$ cat config.mk
export PLATFORM = sky130hd
export DESIGN_NAME = fv_info_lookup
export DESIGN_NICKNAME = d
export VERILOG_FILES = /design/src/rtl/gnn_pkg.sv /design/src/rtl/fifo_rd_if.sv /design/src/rtl/sram_if.sv /design/src/rtl/sync_fifo.sv /design/src/rtl/fv_info_sram.sv /design/src/rtl/fv_info_ctrl.sv /design/src/rtl/fv_info_lookup.sv
export SDC_FILE = /design/constraint.sdc
export NUM_CORES = 2
export LEC_CHECK = 0
export BUFFER_PORTS_ARGS = -buffer_cell sky130_fd_sc_hd__buf_2
export CAP_MARGIN = 20
export CORE_UTILIZATION = 51
export CTS_BUF_LIST = sky130_fd_sc_hd__clkbuf_4 sky130_fd_sc_hd__clkbuf_8
export DETAILED_ROUTE_END_ITERATION = 10
export GPL_TIMING_DRIVEN = 0
export PLACE_DENSITY = 0.69
export SLEW_MARGIN = 20
export SYNTH_ARGS = -nofsm -noshare
export SYNTH_HDL_FRONTEND = slang
export SYNTH_SLANG_ARGS = --single-unit
$ cat constraint.sdc
create_clock -name clk -period 3.1 [get_ports clk]
set_input_delay 0.93 -clock clk [delete_from_list [all_inputs] [get_ports clk]]
set_output_delay 0.93 -clock clk [all_outputs]
set_load 0.05 [all_outputs]
$ cat src/rtl/gnn_pkg.sv
package gnn_pkg;

    // ~~~~~~~~~~~~~~~~~~~~~~~~~~~~~~~~~~~~~~~~~~~~~~~~~~~~~~~~~~~~~~~~~~~~~~~~~~~~
    // widths
    // ~~~~~~~~~~~~~~~~~~~~~~~~~~~~~~~~~~~~~~~~~~~~~~~~~~~~~~~~~~~~~~~~~~~~~~~~~~~~
    localparam int NUM_EDGE_PE = 8;
    localparam int PE_TAG_W    = $clog2(NUM_EDGE_PE);

    localparam int NODE_ID_W = 8;     // also the info sram address width

    // a feature-vector address is {line, offset}
    localparam int FV_LINE_W   = 8;
    localparam int FV_OFFSET_W = 4;
    localparam int FV_ADDR_W   = FV_LINE_W + FV_OFFSET_W;

    // ~~~~~~~~~~~~~~~~~~~~~~~~~~~~~~~~~~~~~~~~~~~~~~~~~~~~~~~~~~~~~~~~~~~~~~~~~~~~
    // payloads
    // ~~~~~~~~~~~~~~~~~~~~~~~~~~~~~~~~~~~~~~~~~~~~~~~~~~~~~~~~~~~~~~~~~~~~~~~~~~~~
    // request from an edge pe, 11 bits
    typedef struct packed {
        logic [NODE_ID_W-1:0] node_id;
        logic [PE_TAG_W-1:0]  pe_tag;
    } node_req_t;

    // lookup result for the next stage, 15 bits
    typedef struct packed {
        logic [FV_ADDR_W-1:0] fv_addr;
        logic [PE_TAG_W-1:0]  pe_tag;
    } fv_entry_t;

endpackage

$ cat src/rtl/fifo_rd_if.sv
interface fifo_rd_if #(
    parameter type payload_t = logic
);

    logic     rinc;     // pop strobe
    logic     valid;    // one-cycle pulse, the cycle after rinc
    payload_t data;
    logic     empty;

    modport fifo (
        input  rinc,
        output valid,
        output data,
        output empty
    );

    modport ctrl (
        output rinc,
        input  valid,
        input  data,
        input  empty
    );

endinterface

$ cat src/rtl/sram_if.sv
interface sram_if;

    import gnn_pkg::*;

    logic [NODE_ID_W-1:0] a;      // read address
    logic                 cen;    // read enable, active low
    logic [FV_ADDR_W-1:0] d;      // flow-through read data
    logic                 wen;
    logic [NODE_ID_W-1:0] wa;     // load address
    logic [FV_ADDR_W-1:0] wd;

    modport ctrl (
        output a,
        output cen,
        input  d
    );

    modport mem (
        input  a,
        input  cen,
        output d,
        input  wen,
        input  wa,
        input  wd
    );

endinterface

$ cat src/rtl/sync_fifo.sv
module sync_fifo #(
    parameter int  DEPTH     = 8,
    parameter type payload_t = logic
) (
    input  logic     clk,
    input  logic     reset,
    input  logic     push,
    input  payload_t push_data,
    output logic     full,
    fifo_rd_if.fifo  rd
);

    localparam int PTR_W = (DEPTH > 1) ? $clog2(DEPTH) : 1;

    localparam logic [PTR_W-1:0] PTR_LAST = PTR_W'(DEPTH - 1);
    localparam logic [PTR_W:0]   CNT_MAX  = (PTR_W + 1)'(DEPTH);
    localparam logic [PTR_W:0]   CNT_FULL = (PTR_W + 1)'(DEPTH - 1);

    payload_t buf_q [DEPTH];

    logic [PTR_W-1:0] wr_ptr;
    logic [PTR_W-1:0] rd_ptr;
    logic [PTR_W:0]   count;
    logic             do_push;
    logic             do_pop;

    function automatic logic [PTR_W-1:0] ptr_inc(input logic [PTR_W-1:0] p);
        return (p == PTR_LAST) ? '0 : p + 1'b1;
    endfunction

    assign do_pop  = rd.rinc && (count != '0);
    assign do_push = push && (count != CNT_MAX);    // dropped only when truly out of slots

    // one slot held back for a lookup already in flight
    assign full     = (count >= CNT_FULL);
    assign rd.empty = (count == '0);

    // ~~~~~~~~~~~~~~~~~~~~~~~~~~~~~~~~~~~~~~~~~~~~~~~~~~~~~~~~~~~~~~~~~~~~~~~~~~~~
    // storage and output register
    // ~~~~~~~~~~~~~~~~~~~~~~~~~~~~~~~~~~~~~~~~~~~~~~~~~~~~~~~~~~~~~~~~~~~~~~~~~~~~
    always_ff @(posedge clk) begin
        if (do_push) begin
            buf_q[wr_ptr] <= push_data;
        end
    end

    always_ff @(posedge clk) begin
        if (do_pop) begin
            rd.data <= buf_q[rd_ptr];
        end
    end

    // ~~~~~~~~~~~~~~~~~~~~~~~~~~~~~~~~~~~~~~~~~~~~~~~~~~~~~~~~~~~~~~~~~~~~~~~~~~~~
    // pointers, count, valid pulse
    // ~~~~~~~~~~~~~~~~~~~~~~~~~~~~~~~~~~~~~~~~~~~~~~~~~~~~~~~~~~~~~~~~~~~~~~~~~~~~
    always_ff @(posedge clk) begin
        if (reset) begin
            wr_ptr   <= '0;
            rd_ptr   <= '0;
            count    <= '0;
            rd.valid <= 1'b0;
        end else begin
            if (do_push) begin
                wr_ptr <= ptr_inc(wr_ptr);
            end
            if (do_pop) begin
                rd_ptr <= ptr_inc(rd_ptr);
            end
            count    <= count + {{PTR_W{1'b0}}, do_push} - {{PTR_W{1'b0}}, do_pop};
            rd.valid <= do_pop;     // head shows up one cycle after rinc
        end
    end

endmodule

$ cat src/rtl/fv_info_sram.sv
module fv_info_sram (
    input  logic clk,
    input  logic reset,
    sram_if.mem  mem
);

    import gnn_pkg::*;

    localparam int ENTRIES = 1 << NODE_ID_W;

    logic [FV_ADDR_W-1:0] table_q [ENTRIES];    // node id -> fv address
    logic [FV_ADDR_W-1:0] d_hold;

    // load port
    always_ff @(posedge clk) begin
        if (mem.wen) begin
            table_q[mem.wa] <= mem.wd;
        end
    end

    // keeps the last word read while the macro is deselected
    always_ff @(posedge clk) begin
        if (reset) begin
            d_hold <= '0;
        end else if (!mem.cen) begin
            d_hold <= table_q[mem.a];
        end
    end

    // flow-through read
    assign mem.d = mem.cen ? d_hold : table_q[mem.a];

endmodule

$ cat src/rtl/fv_info_ctrl.sv
module fv_info_ctrl (
    input  logic               clk,
    input  logic               reset,
    fifo_rd_if.ctrl            req,
    sram_if.ctrl               sram,
    input  logic               fv_full,
    output logic               fv_push,
    output gnn_pkg::fv_entry_t fv_push_data
);

    import gnn_pkg::*;

    typedef enum logic {
        IDLE  = 1'b0,
        FETCH = 1'b1
    } state_t;

    state_t               state;
    state_t               nx_state;
    logic [NODE_ID_W-1:0] nx_a;
    logic                 nx_cen;
    logic [PE_TAG_W-1:0]  tag_q;
    logic [PE_TAG_W-1:0]  nx_tag;
    logic                 nx_push;
    fv_entry_t            nx_push_data;

    // ~~~~~~~~~~~~~~~~~~~~~~~~~~~~~~~~~~~~~~~~~~~~~~~~~~~~~~~~~~~~~~~~~~~~~~~~~~~~
    // registers
    // ~~~~~~~~~~~~~~~~~~~~~~~~~~~~~~~~~~~~~~~~~~~~~~~~~~~~~~~~~~~~~~~~~~~~~~~~~~~~
    always_ff @(posedge clk) begin
        if (reset) begin
            state    <= IDLE;
            sram.cen <= 1'b1;
            fv_push  <= 1'b0;
        end else begin
            state    <= nx_state;
            sram.cen <= nx_cen;
            fv_push  <= nx_push;
        end
    end

    always_ff @(posedge clk) begin
        sram.a       <= nx_a;
        tag_q        <= nx_tag;
        fv_push_data <= nx_push_data;
    end

    // ~~~~~~~~~~~~~~~~~~~~~~~~~~~~~~~~~~~~~~~~~~~~~~~~~~~~~~~~~~~~~~~~~~~~~~~~~~~~
    // next state
    // ~~~~~~~~~~~~~~~~~~~~~~~~~~~~~~~~~~~~~~~~~~~~~~~~~~~~~~~~~~~~~~~~~~~~~~~~~~~~
    always_comb begin
        nx_state     = state;
        nx_a         = sram.a;
        nx_cen       = 1'b1;
        nx_tag       = tag_q;
        nx_push      = 1'b0;
        nx_push_data = fv_push_data;
        req.rinc     = 1'b0;

        case (state)
            IDLE: begin
                if (req.valid) begin
                    // request landed, read its entry next cycle
                    nx_state = FETCH;
                    nx_a     = req.data.node_id;
                    nx_cen   = 1'b0;
                    nx_tag   = req.data.pe_tag;
                end else if (!req.empty && !fv_full) begin
                    req.rinc = 1'b1;
                end
            end

            FETCH: begin
                nx_push      = 1'b1;    // lands in the output fifo a cycle later
                nx_push_data = '{fv_addr: sram.d, pe_tag: tag_q};
                nx_state     = IDLE;
            end

            default: begin
                nx_state = IDLE;
            end
        endcase
    end

endmodule

$ cat src/rtl/fv_info_lookup.sv
module fv_info_lookup #(
    parameter int REQ_DEPTH = 8,
    parameter int FV_DEPTH  = 4
) (
    input  logic                          clk,
    input  logic                          reset,

    input  logic                          req_push,
    input  logic [gnn_pkg::NODE_ID_W-1:0] req_node_id,
    input  logic [gnn_pkg::PE_TAG_W-1:0]  req_pe_tag,
    output logic                          req_full,

    input  logic                          load_en,
    input  logic [gnn_pkg::NODE_ID_W-1:0] load_addr,
    input  logic [gnn_pkg::FV_ADDR_W-1:0] load_data,

    input  logic                          fv_rinc,
    output logic                          fv_valid,
    output logic [gnn_pkg::FV_ADDR_W-1:0] fv_addr,
    output logic [gnn_pkg::PE_TAG_W-1:0]  fv_pe_tag,
    output logic                          fv_empty
);

    import gnn_pkg::*;

    node_req_t req_word;
    logic      fv_full;
    logic      fv_push;
    fv_entry_t fv_push_data;

    fifo_rd_if #(.payload_t(node_req_t)) req_rd ();
    fifo_rd_if #(.payload_t(fv_entry_t)) fv_rd ();
    sram_if                              sram_bus ();

    assign req_word = '{node_id: req_node_id, pe_tag: req_pe_tag};

    // load port goes straight to the sram write side
    assign sram_bus.wen = load_en;
    assign sram_bus.wa  = load_addr;
    assign sram_bus.wd  = load_data;

    // output fifo read side drained by the next stage
    assign fv_rd.rinc = fv_rinc;
    assign fv_valid   = fv_rd.valid;
    assign fv_addr    = fv_rd.data.fv_addr;
    assign fv_pe_tag  = fv_rd.data.pe_tag;
    assign fv_empty   = fv_rd.empty;

    // ~~~~~~~~~~~~~~~~~~~~~~~~~~~~~~~~~~~~~~~~~~~~~~~~~~~~~~~~~~~~~~~~~~~~~~~~~~~~
    // instances
    // ~~~~~~~~~~~~~~~~~~~~~~~~~~~~~~~~~~~~~~~~~~~~~~~~~~~~~~~~~~~~~~~~~~~~~~~~~~~~
    sync_fifo #(
        .DEPTH     (REQ_DEPTH),
        .payload_t (node_req_t)
    ) req_fifo (
        .clk       (clk),
        .reset     (reset),
        .push      (req_push),
        .push_data (req_word),
        .full      (req_full),
        .rd        (req_rd)
    );

    fv_info_ctrl u_ctrl (
        .clk          (clk),
        .reset        (reset),
        .req          (req_rd),
        .sram         (sram_bus),
        .fv_full      (fv_full),
        .fv_push      (fv_push),
        .fv_push_data (fv_push_data)
    );

    fv_info_sram u_sram (
        .clk   (clk),
        .reset (reset),
        .mem   (sram_bus)
    );

    sync_fifo #(
        .DEPTH     (FV_DEPTH),
        .payload_t (fv_entry_t)
    ) fv_fifo (
        .clk       (clk),
        .reset     (reset),
        .push      (fv_push),
        .push_data (fv_push_data),
        .full      (fv_full),
        .rd        (fv_rd)
    );

endmodule

Yosys cells after proc, flatten, opt, wreduce, memory -nomap -nowiden --
Memory sizes are Yosys's and may differ from the RTL's. A register that Yosys moved wholly into a read port is not among the register bits. Index checks and enable logic that the tools add are counted.
Storage, ports and cells: register bits after elaboration 60, RAM bits 3220, bits of input ports 36, output and inout bits 18, memories 3
Cells by class: add/sub/neg operators 8, order comparisons 2, eq/ne operators 6, multiplexer cells 19, bitwise gates (word level) 1, reductions and logical operators 13
Memory list:
- u_sram.table_q | words 256, width 12, rd ports 1, clocked after Yosys merged registers in 1, write ports 1, RTL line fv_info_sram.sv:11 | logic [FV_ADDR_W-1:0] table_q [ENTRIES];
- req_fifo.buf_q | words 8, width 11, rd ports 1, clocked after Yosys merged registers in 1, write ports 1, RTL line sync_fifo.sv:19 | payload_t buf_q [DEPTH];
- fv_fifo.buf_q | words 4, width 15, rd ports 1, clocked after Yosys merged registers in 1, write ports 1, RTL line sync_fifo.sv:19
Operator list (number):
- two-way mux 1 bit | 12
- two-way mux 12 bit | 1
- two-way mux 8 bit | 1
- adder 3 x 1 -> 3 bit (second input constant) | 2
- equality test 3 bit (second input constant) | 2
- two-way mux 3 bit | 2
- logical AND 1 bit | 5
- adder 2 x 1 -> 2 bit (second input constant) | 2
- adder 4 x 1 -> 4 bit | 1
- equality test 2 bit (second input constant) | 2
- greater-or-equal comparator 4 x 3 -> 1 bit (second input constant) | 1
- zero test 4 bit | 1
- two-way mux 2 bit | 2
- inequality test 4 bit (second input constant) | 1
- nonzero test 4 bit | 1
- subtractor 4 x 1 -> 4 bit | 1
- adder 3 x 1 -> 3 bit | 1
- greater-or-equal comparator 3 x 2 -> 1 bit (second input constant) | 1
- zero test 3 bit | 1
- inequality test 3 bit (second input constant) | 1
- nonzero test 3 bit | 1
- subtractor 3 x 1 -> 3 bit | 1
- zero test 1 bit | 2
- case mux 1 bit (2 select lines) | 1
- 3 further kinds | 3

Logic depth before layout (Yosys ltp) --
depth after elaboration 8, mapped depth 13, depth with buffers taken out 12

By module --
From an unflattened synthesis, not the netlist that was laid out.
Unflattened totals: cell total of the unflattened synthesis 6102, area, all modules 127158.2 um2
By module, submodules not included:
- fv_info_sram | instances 1, cells each 5706, area an instance 118792.7 um2, sequential area each 92488.7 um2
- sync_fifo (req_fifo) | instances 1, cells each 217, area an instance 4399.2 um2, sequential area each 3193.1 um2
- sync_fifo (fv_fifo) | instances 1, cells each 145, area an instance 3089.2 um2, sequential area each 2412.3 um2
- fv_info_ctrl | instances 1, cells each 34, area an instance 877.1 um2, sequential area each 840.8 um2

Worst setup path before layout --
No wires, ideal clock.
path kind register to register, start reg fv_fifo.count[1], end reg fv_fifo.count[2], library setup time 0.128 ns, data arrival time 3.174 ns, required time 2.972 ns, path slack -0.201 ns, stages on the path, launching flop included 11, buffers on the path 0, clock period less this slack 3.301 ns, path through dfxtp_1 -> nor3_1 -> nand2b_1 -> inv_1 -> ha_1 -> inv_1 -> ha_1 -> inv_1 -> fa_1 -> xor2_1 -> nor2_1
Between the ends: elaborated cells on any way between the ends 6, classes of those cells add/sub: 2; eq/ne: 1; reduce/logical: 3
RTL lines:
- from (decl) | RTL line sync_fifo.sv:23 | logic [PTR_W:0] count;
- from (signal assigned) | RTL line sync_fifo.sv:69 | count <= count + {{PTR_W{1'b0}}, do_push} - {{PTR_W{1'b0}}, do_pop};
- nonzero test 3 bit | RTL line sync_fifo.sv:31 | assign do_pop = rd.rinc && (count != '0);
- logical AND 1 bit | RTL line sync_fifo.sv:31
- net fv_fifo.do_pop | RTL line sync_fifo.sv:25 | logic do_pop;
- subtractor 3 x 1 -> 3 bit | RTL line sync_fifo.sv:69
The timed path passes the listed nets, and every way through them passes these cells. A chain may end at the register's enable or synchronous reset.

==> flow_summary.toml <==
[outcome]
outcome = "finished, violations left"
violations = "setup timing"

[floorplan]
io_pins = 54
start_util_pct = 51.5
die_y_um = 501
core_um2 = 247000
rows = 182
die_w_um = 501
die_area_um2 = 251000

[global_route]
grt_pass1_vias = 66081
grt_max_degree = 135
grt_pass1_wl_mm = 488
antenna_found_initial = 17
track_usage_pct = 27.8
grt-ovfl-total = 0

[setup_path]
cp.arrival_ns = 4.30
crit_chain = "clkbuf_4 > nor2b_1 > nand3_1 > a31oi_2 > o41ai_4 > nor2_2"
cp.required_ns = 3.91
path_class = "reg2reg"
end_kind = "flop"
startpoint_type = "flop"
critPathMaxStageDelay_ns = 0.86
crit_slowest_cell = "nor2b_1"
crit_path_max_fanout = 10

[finish]
layout_common_cells = "edfxtp_1 (3272), mux4_2 (585), clkbuf_8 (574)"
drive_gt1_share_pct = 33.8
nFillCells = 17095
finalInstanceArea_um2 = 149000
layout.nets = 6967
stdcell_count = 10598
area_growth_pct = 17.0
final_common_cell = "edfxtp_1"

[clocking]
htreeDepth = 6
cts_root_buf = "clkbuf_8"
clkSinkCount = 3314
cts_tree = "done"
cts_buffer_depth = 4
clk_pin_slew_worst_paths_ns = 0.06
cts_made_buffers = 540
insertion_delay_ns = 1.08

[yosys]
synth_enable_flop_cells = 3272
synthFlopType = "edfxtp_1"
ys_ff_latch = 3314
yosysWarnings = 0
avgSynthCellArea_um2 = 20.8
yosysSeqAreaShare_pct = 78.0
synth.cell_area_um2 = 127000
synth.distinct_cells = 50
syn-num-nets = 6178
async_flop_share_pct = 0
syn_inst = 6121

[placed_design]
placedInstanceArea_um2 = 133000
place_inst = 9551
gp_congestion = 0.959
hpwl_mm = 231
port_buffers = 53

[detailed_routing]
vias_per_cell = 6.36
routedWlPerCell_um = 33.2
route.vias.total = 67374
drc = 0
firstDrtPassIters = 6
drt_iter0_drc = 9773
ant_nets = 0
wl_mm = 352

[timing]
slew_headroom_pct = 10.5
timing.final.crit_period_ns = 3.49
setup_slack_ns = -0.391
fin_crit_sh_pct = 113
clock_skew_ns = 0.0646
worst_pin_slew_ns = 1.34
setup_viol_count_final = 268
rsz0062_at_grt = "true"
final_hold_viol_count = 0
fmax_ghz = 0.286
slew_viol_final = 0

[power]
leakage_nw = 48.2
power_density_nw_per_um2 = 865
irDropWorstVdd_v = 0.000550

[worst_hold_path]
hold_path_class = "in2reg"

[run]
cap_viol_max_count = 0
[cell usage after synthesis, types with 12 or more instances]
cell      count  area, um2
nor3_1       25        125
a22o_1       49        429
and3_1       25        156
a31oi_1      13       81.3
nand4_1      26        163
a22oi_1     234       1760
buf_2       133        666
dfxtp_1      42        841
mux4_2      585      13200
mux2i_1     491       4910
mux2_2       19        214
nand2_1     159        597
inv_1        19       71.3
ha_1         19        238
nor4_1       14       87.6
a21oi_1      54        270
nand3_1     147        736
a31o_2       12        105
buf_1        23       86.3
nor2_1      284       1070
clkbuf_1    170        638
edfxtp_1   3272      98300
nor2b_1      18        113
and4b_1      13        130
and2_1       28        175
o21ai_0      49        245
nand2b_1     24        150
buf_6        24        270
a221oi_1     61        534
[critical path, delay by kind of cell (launching register included)]
family,cells,cell delay [ns]
AND/OR/NAND/NOR,3,1.70
flip-flops,1,0.61
AO/OA/AOI/OAI,2,0.54
buffers and inverters,1,0.38
[flip-flops by register name, indices dropped and copies added, names as in the netlist, 4 cells and up, named ones only]
register	count
fv_fifo.buf_q	60
fv_fifo.rd.data	15
req_fifo.buf_q	88
req_fifo.count	4
req_fifo.rd.data	11
u_ctrl.fv_push_data	15
u_ctrl.sram.a	8
u_sram.d_hold	12
u_sram.table_q	3072
[metal layers]
layer | GRT usage (%) | share of wire [%] | wire (um)
met5 | 0 | 0.011 | 40
met4 | 11.9 | 4.7 | 16400
met3 | 8.03 | 12 | 42500
met2 | 42.3 | 46 | 162000
met1 | 37.7 | 37 | 131000
[worst paths after layout]
check / startpoint / to / slack [ns] / cells after the start
setup / recovery: flop / u_ctrl.fv_push_data[13] / -0.39 / 6
hold / removal: req_pe_tag[1] / req_fifo.buf_q[7][1] / 0.15 / 1
setup reg to reg: flop / u_ctrl.fv_push_data[13] / -0.39 / 6
hold reg to reg: req_fifo.rd.data[0] / u_ctrl.tag_q[0] / 0.42 / 0
[area by class of cell]
| type | instances | area, um2 | area share (%) |
|---|---|---|---|
| clock inverter | 179 | 1190 | 0.797 |
| sequential | 3314 | 99100 | 66.6 |
| clock buffer | 728 | 9010 | 6.06 |
| timing repair buffer | 252 | 2770 | 1.86 |
| tap | 3312 | 4140 | 2.79 |
| buffer | 357 | 3500 | 2.35 |
| inverter | 19 | 71.3 | 0.0479 |
| antenna | 11 | 27.5 | 0.0185 |
| multi-input combinational | 2426 | 28900 | 19.5 |
[power by group]
group          internal (mW)  leakage [nW]  switching (mW)
registers               50.0          29.8           0.411
logic                   16.9          13.1            24.5
clock network           19.9          5.37            17.0
[timing repair]
action / in CTS / in global routing
cloned: 4 / 5
hold buffers: 0 / 0
gates resized for setup: 815 / 244
pin swaps: 79 / 49
buffers inserted: 34 / 87
setup endpoints to repair: 1370 / 624
[kinds of logic after synthesis]
| logic type | count (synthesis) | share of synthesized area (%) |
|---|---|---|
| mux | 1095 | 14.4 |
| xor+xnor | 3 | 0.0207 |
| flops | 3314 | 78.0 |
| buf+inv | 381 | 1.43 |
| fa+ha+maj | 21 | 0.219 |
| compound gates | 532 | 3.14 |
| simple gates | 775 | 2.83 |
[metrics by stage]
| step | hold slack (ns) | TNS [ns] | util (%) | total power, mW | setup slack [ns] |
|---|---|---|---|---|---|
| finish | 0.147 | -17.09 | 60.3 | 129 | -0.391 |
| global route | 0.0787 | -5.22 | 60.3 | 132 | -0.311 |
| floorplan | 0.400 | -1.40 | - | 71.4 | -0.0583 |
| detailed placement | 0.405 | -3445.74 | 53.9 | 85.4 | -2.46 |
| CTS | 0.0454 | -15.39 | 59.4 | 126 | -0.244 |
| global placement | 0.405 | - | 53.3 | 85.1 | -2.63 |
Power figures use the tool's default switching activity.
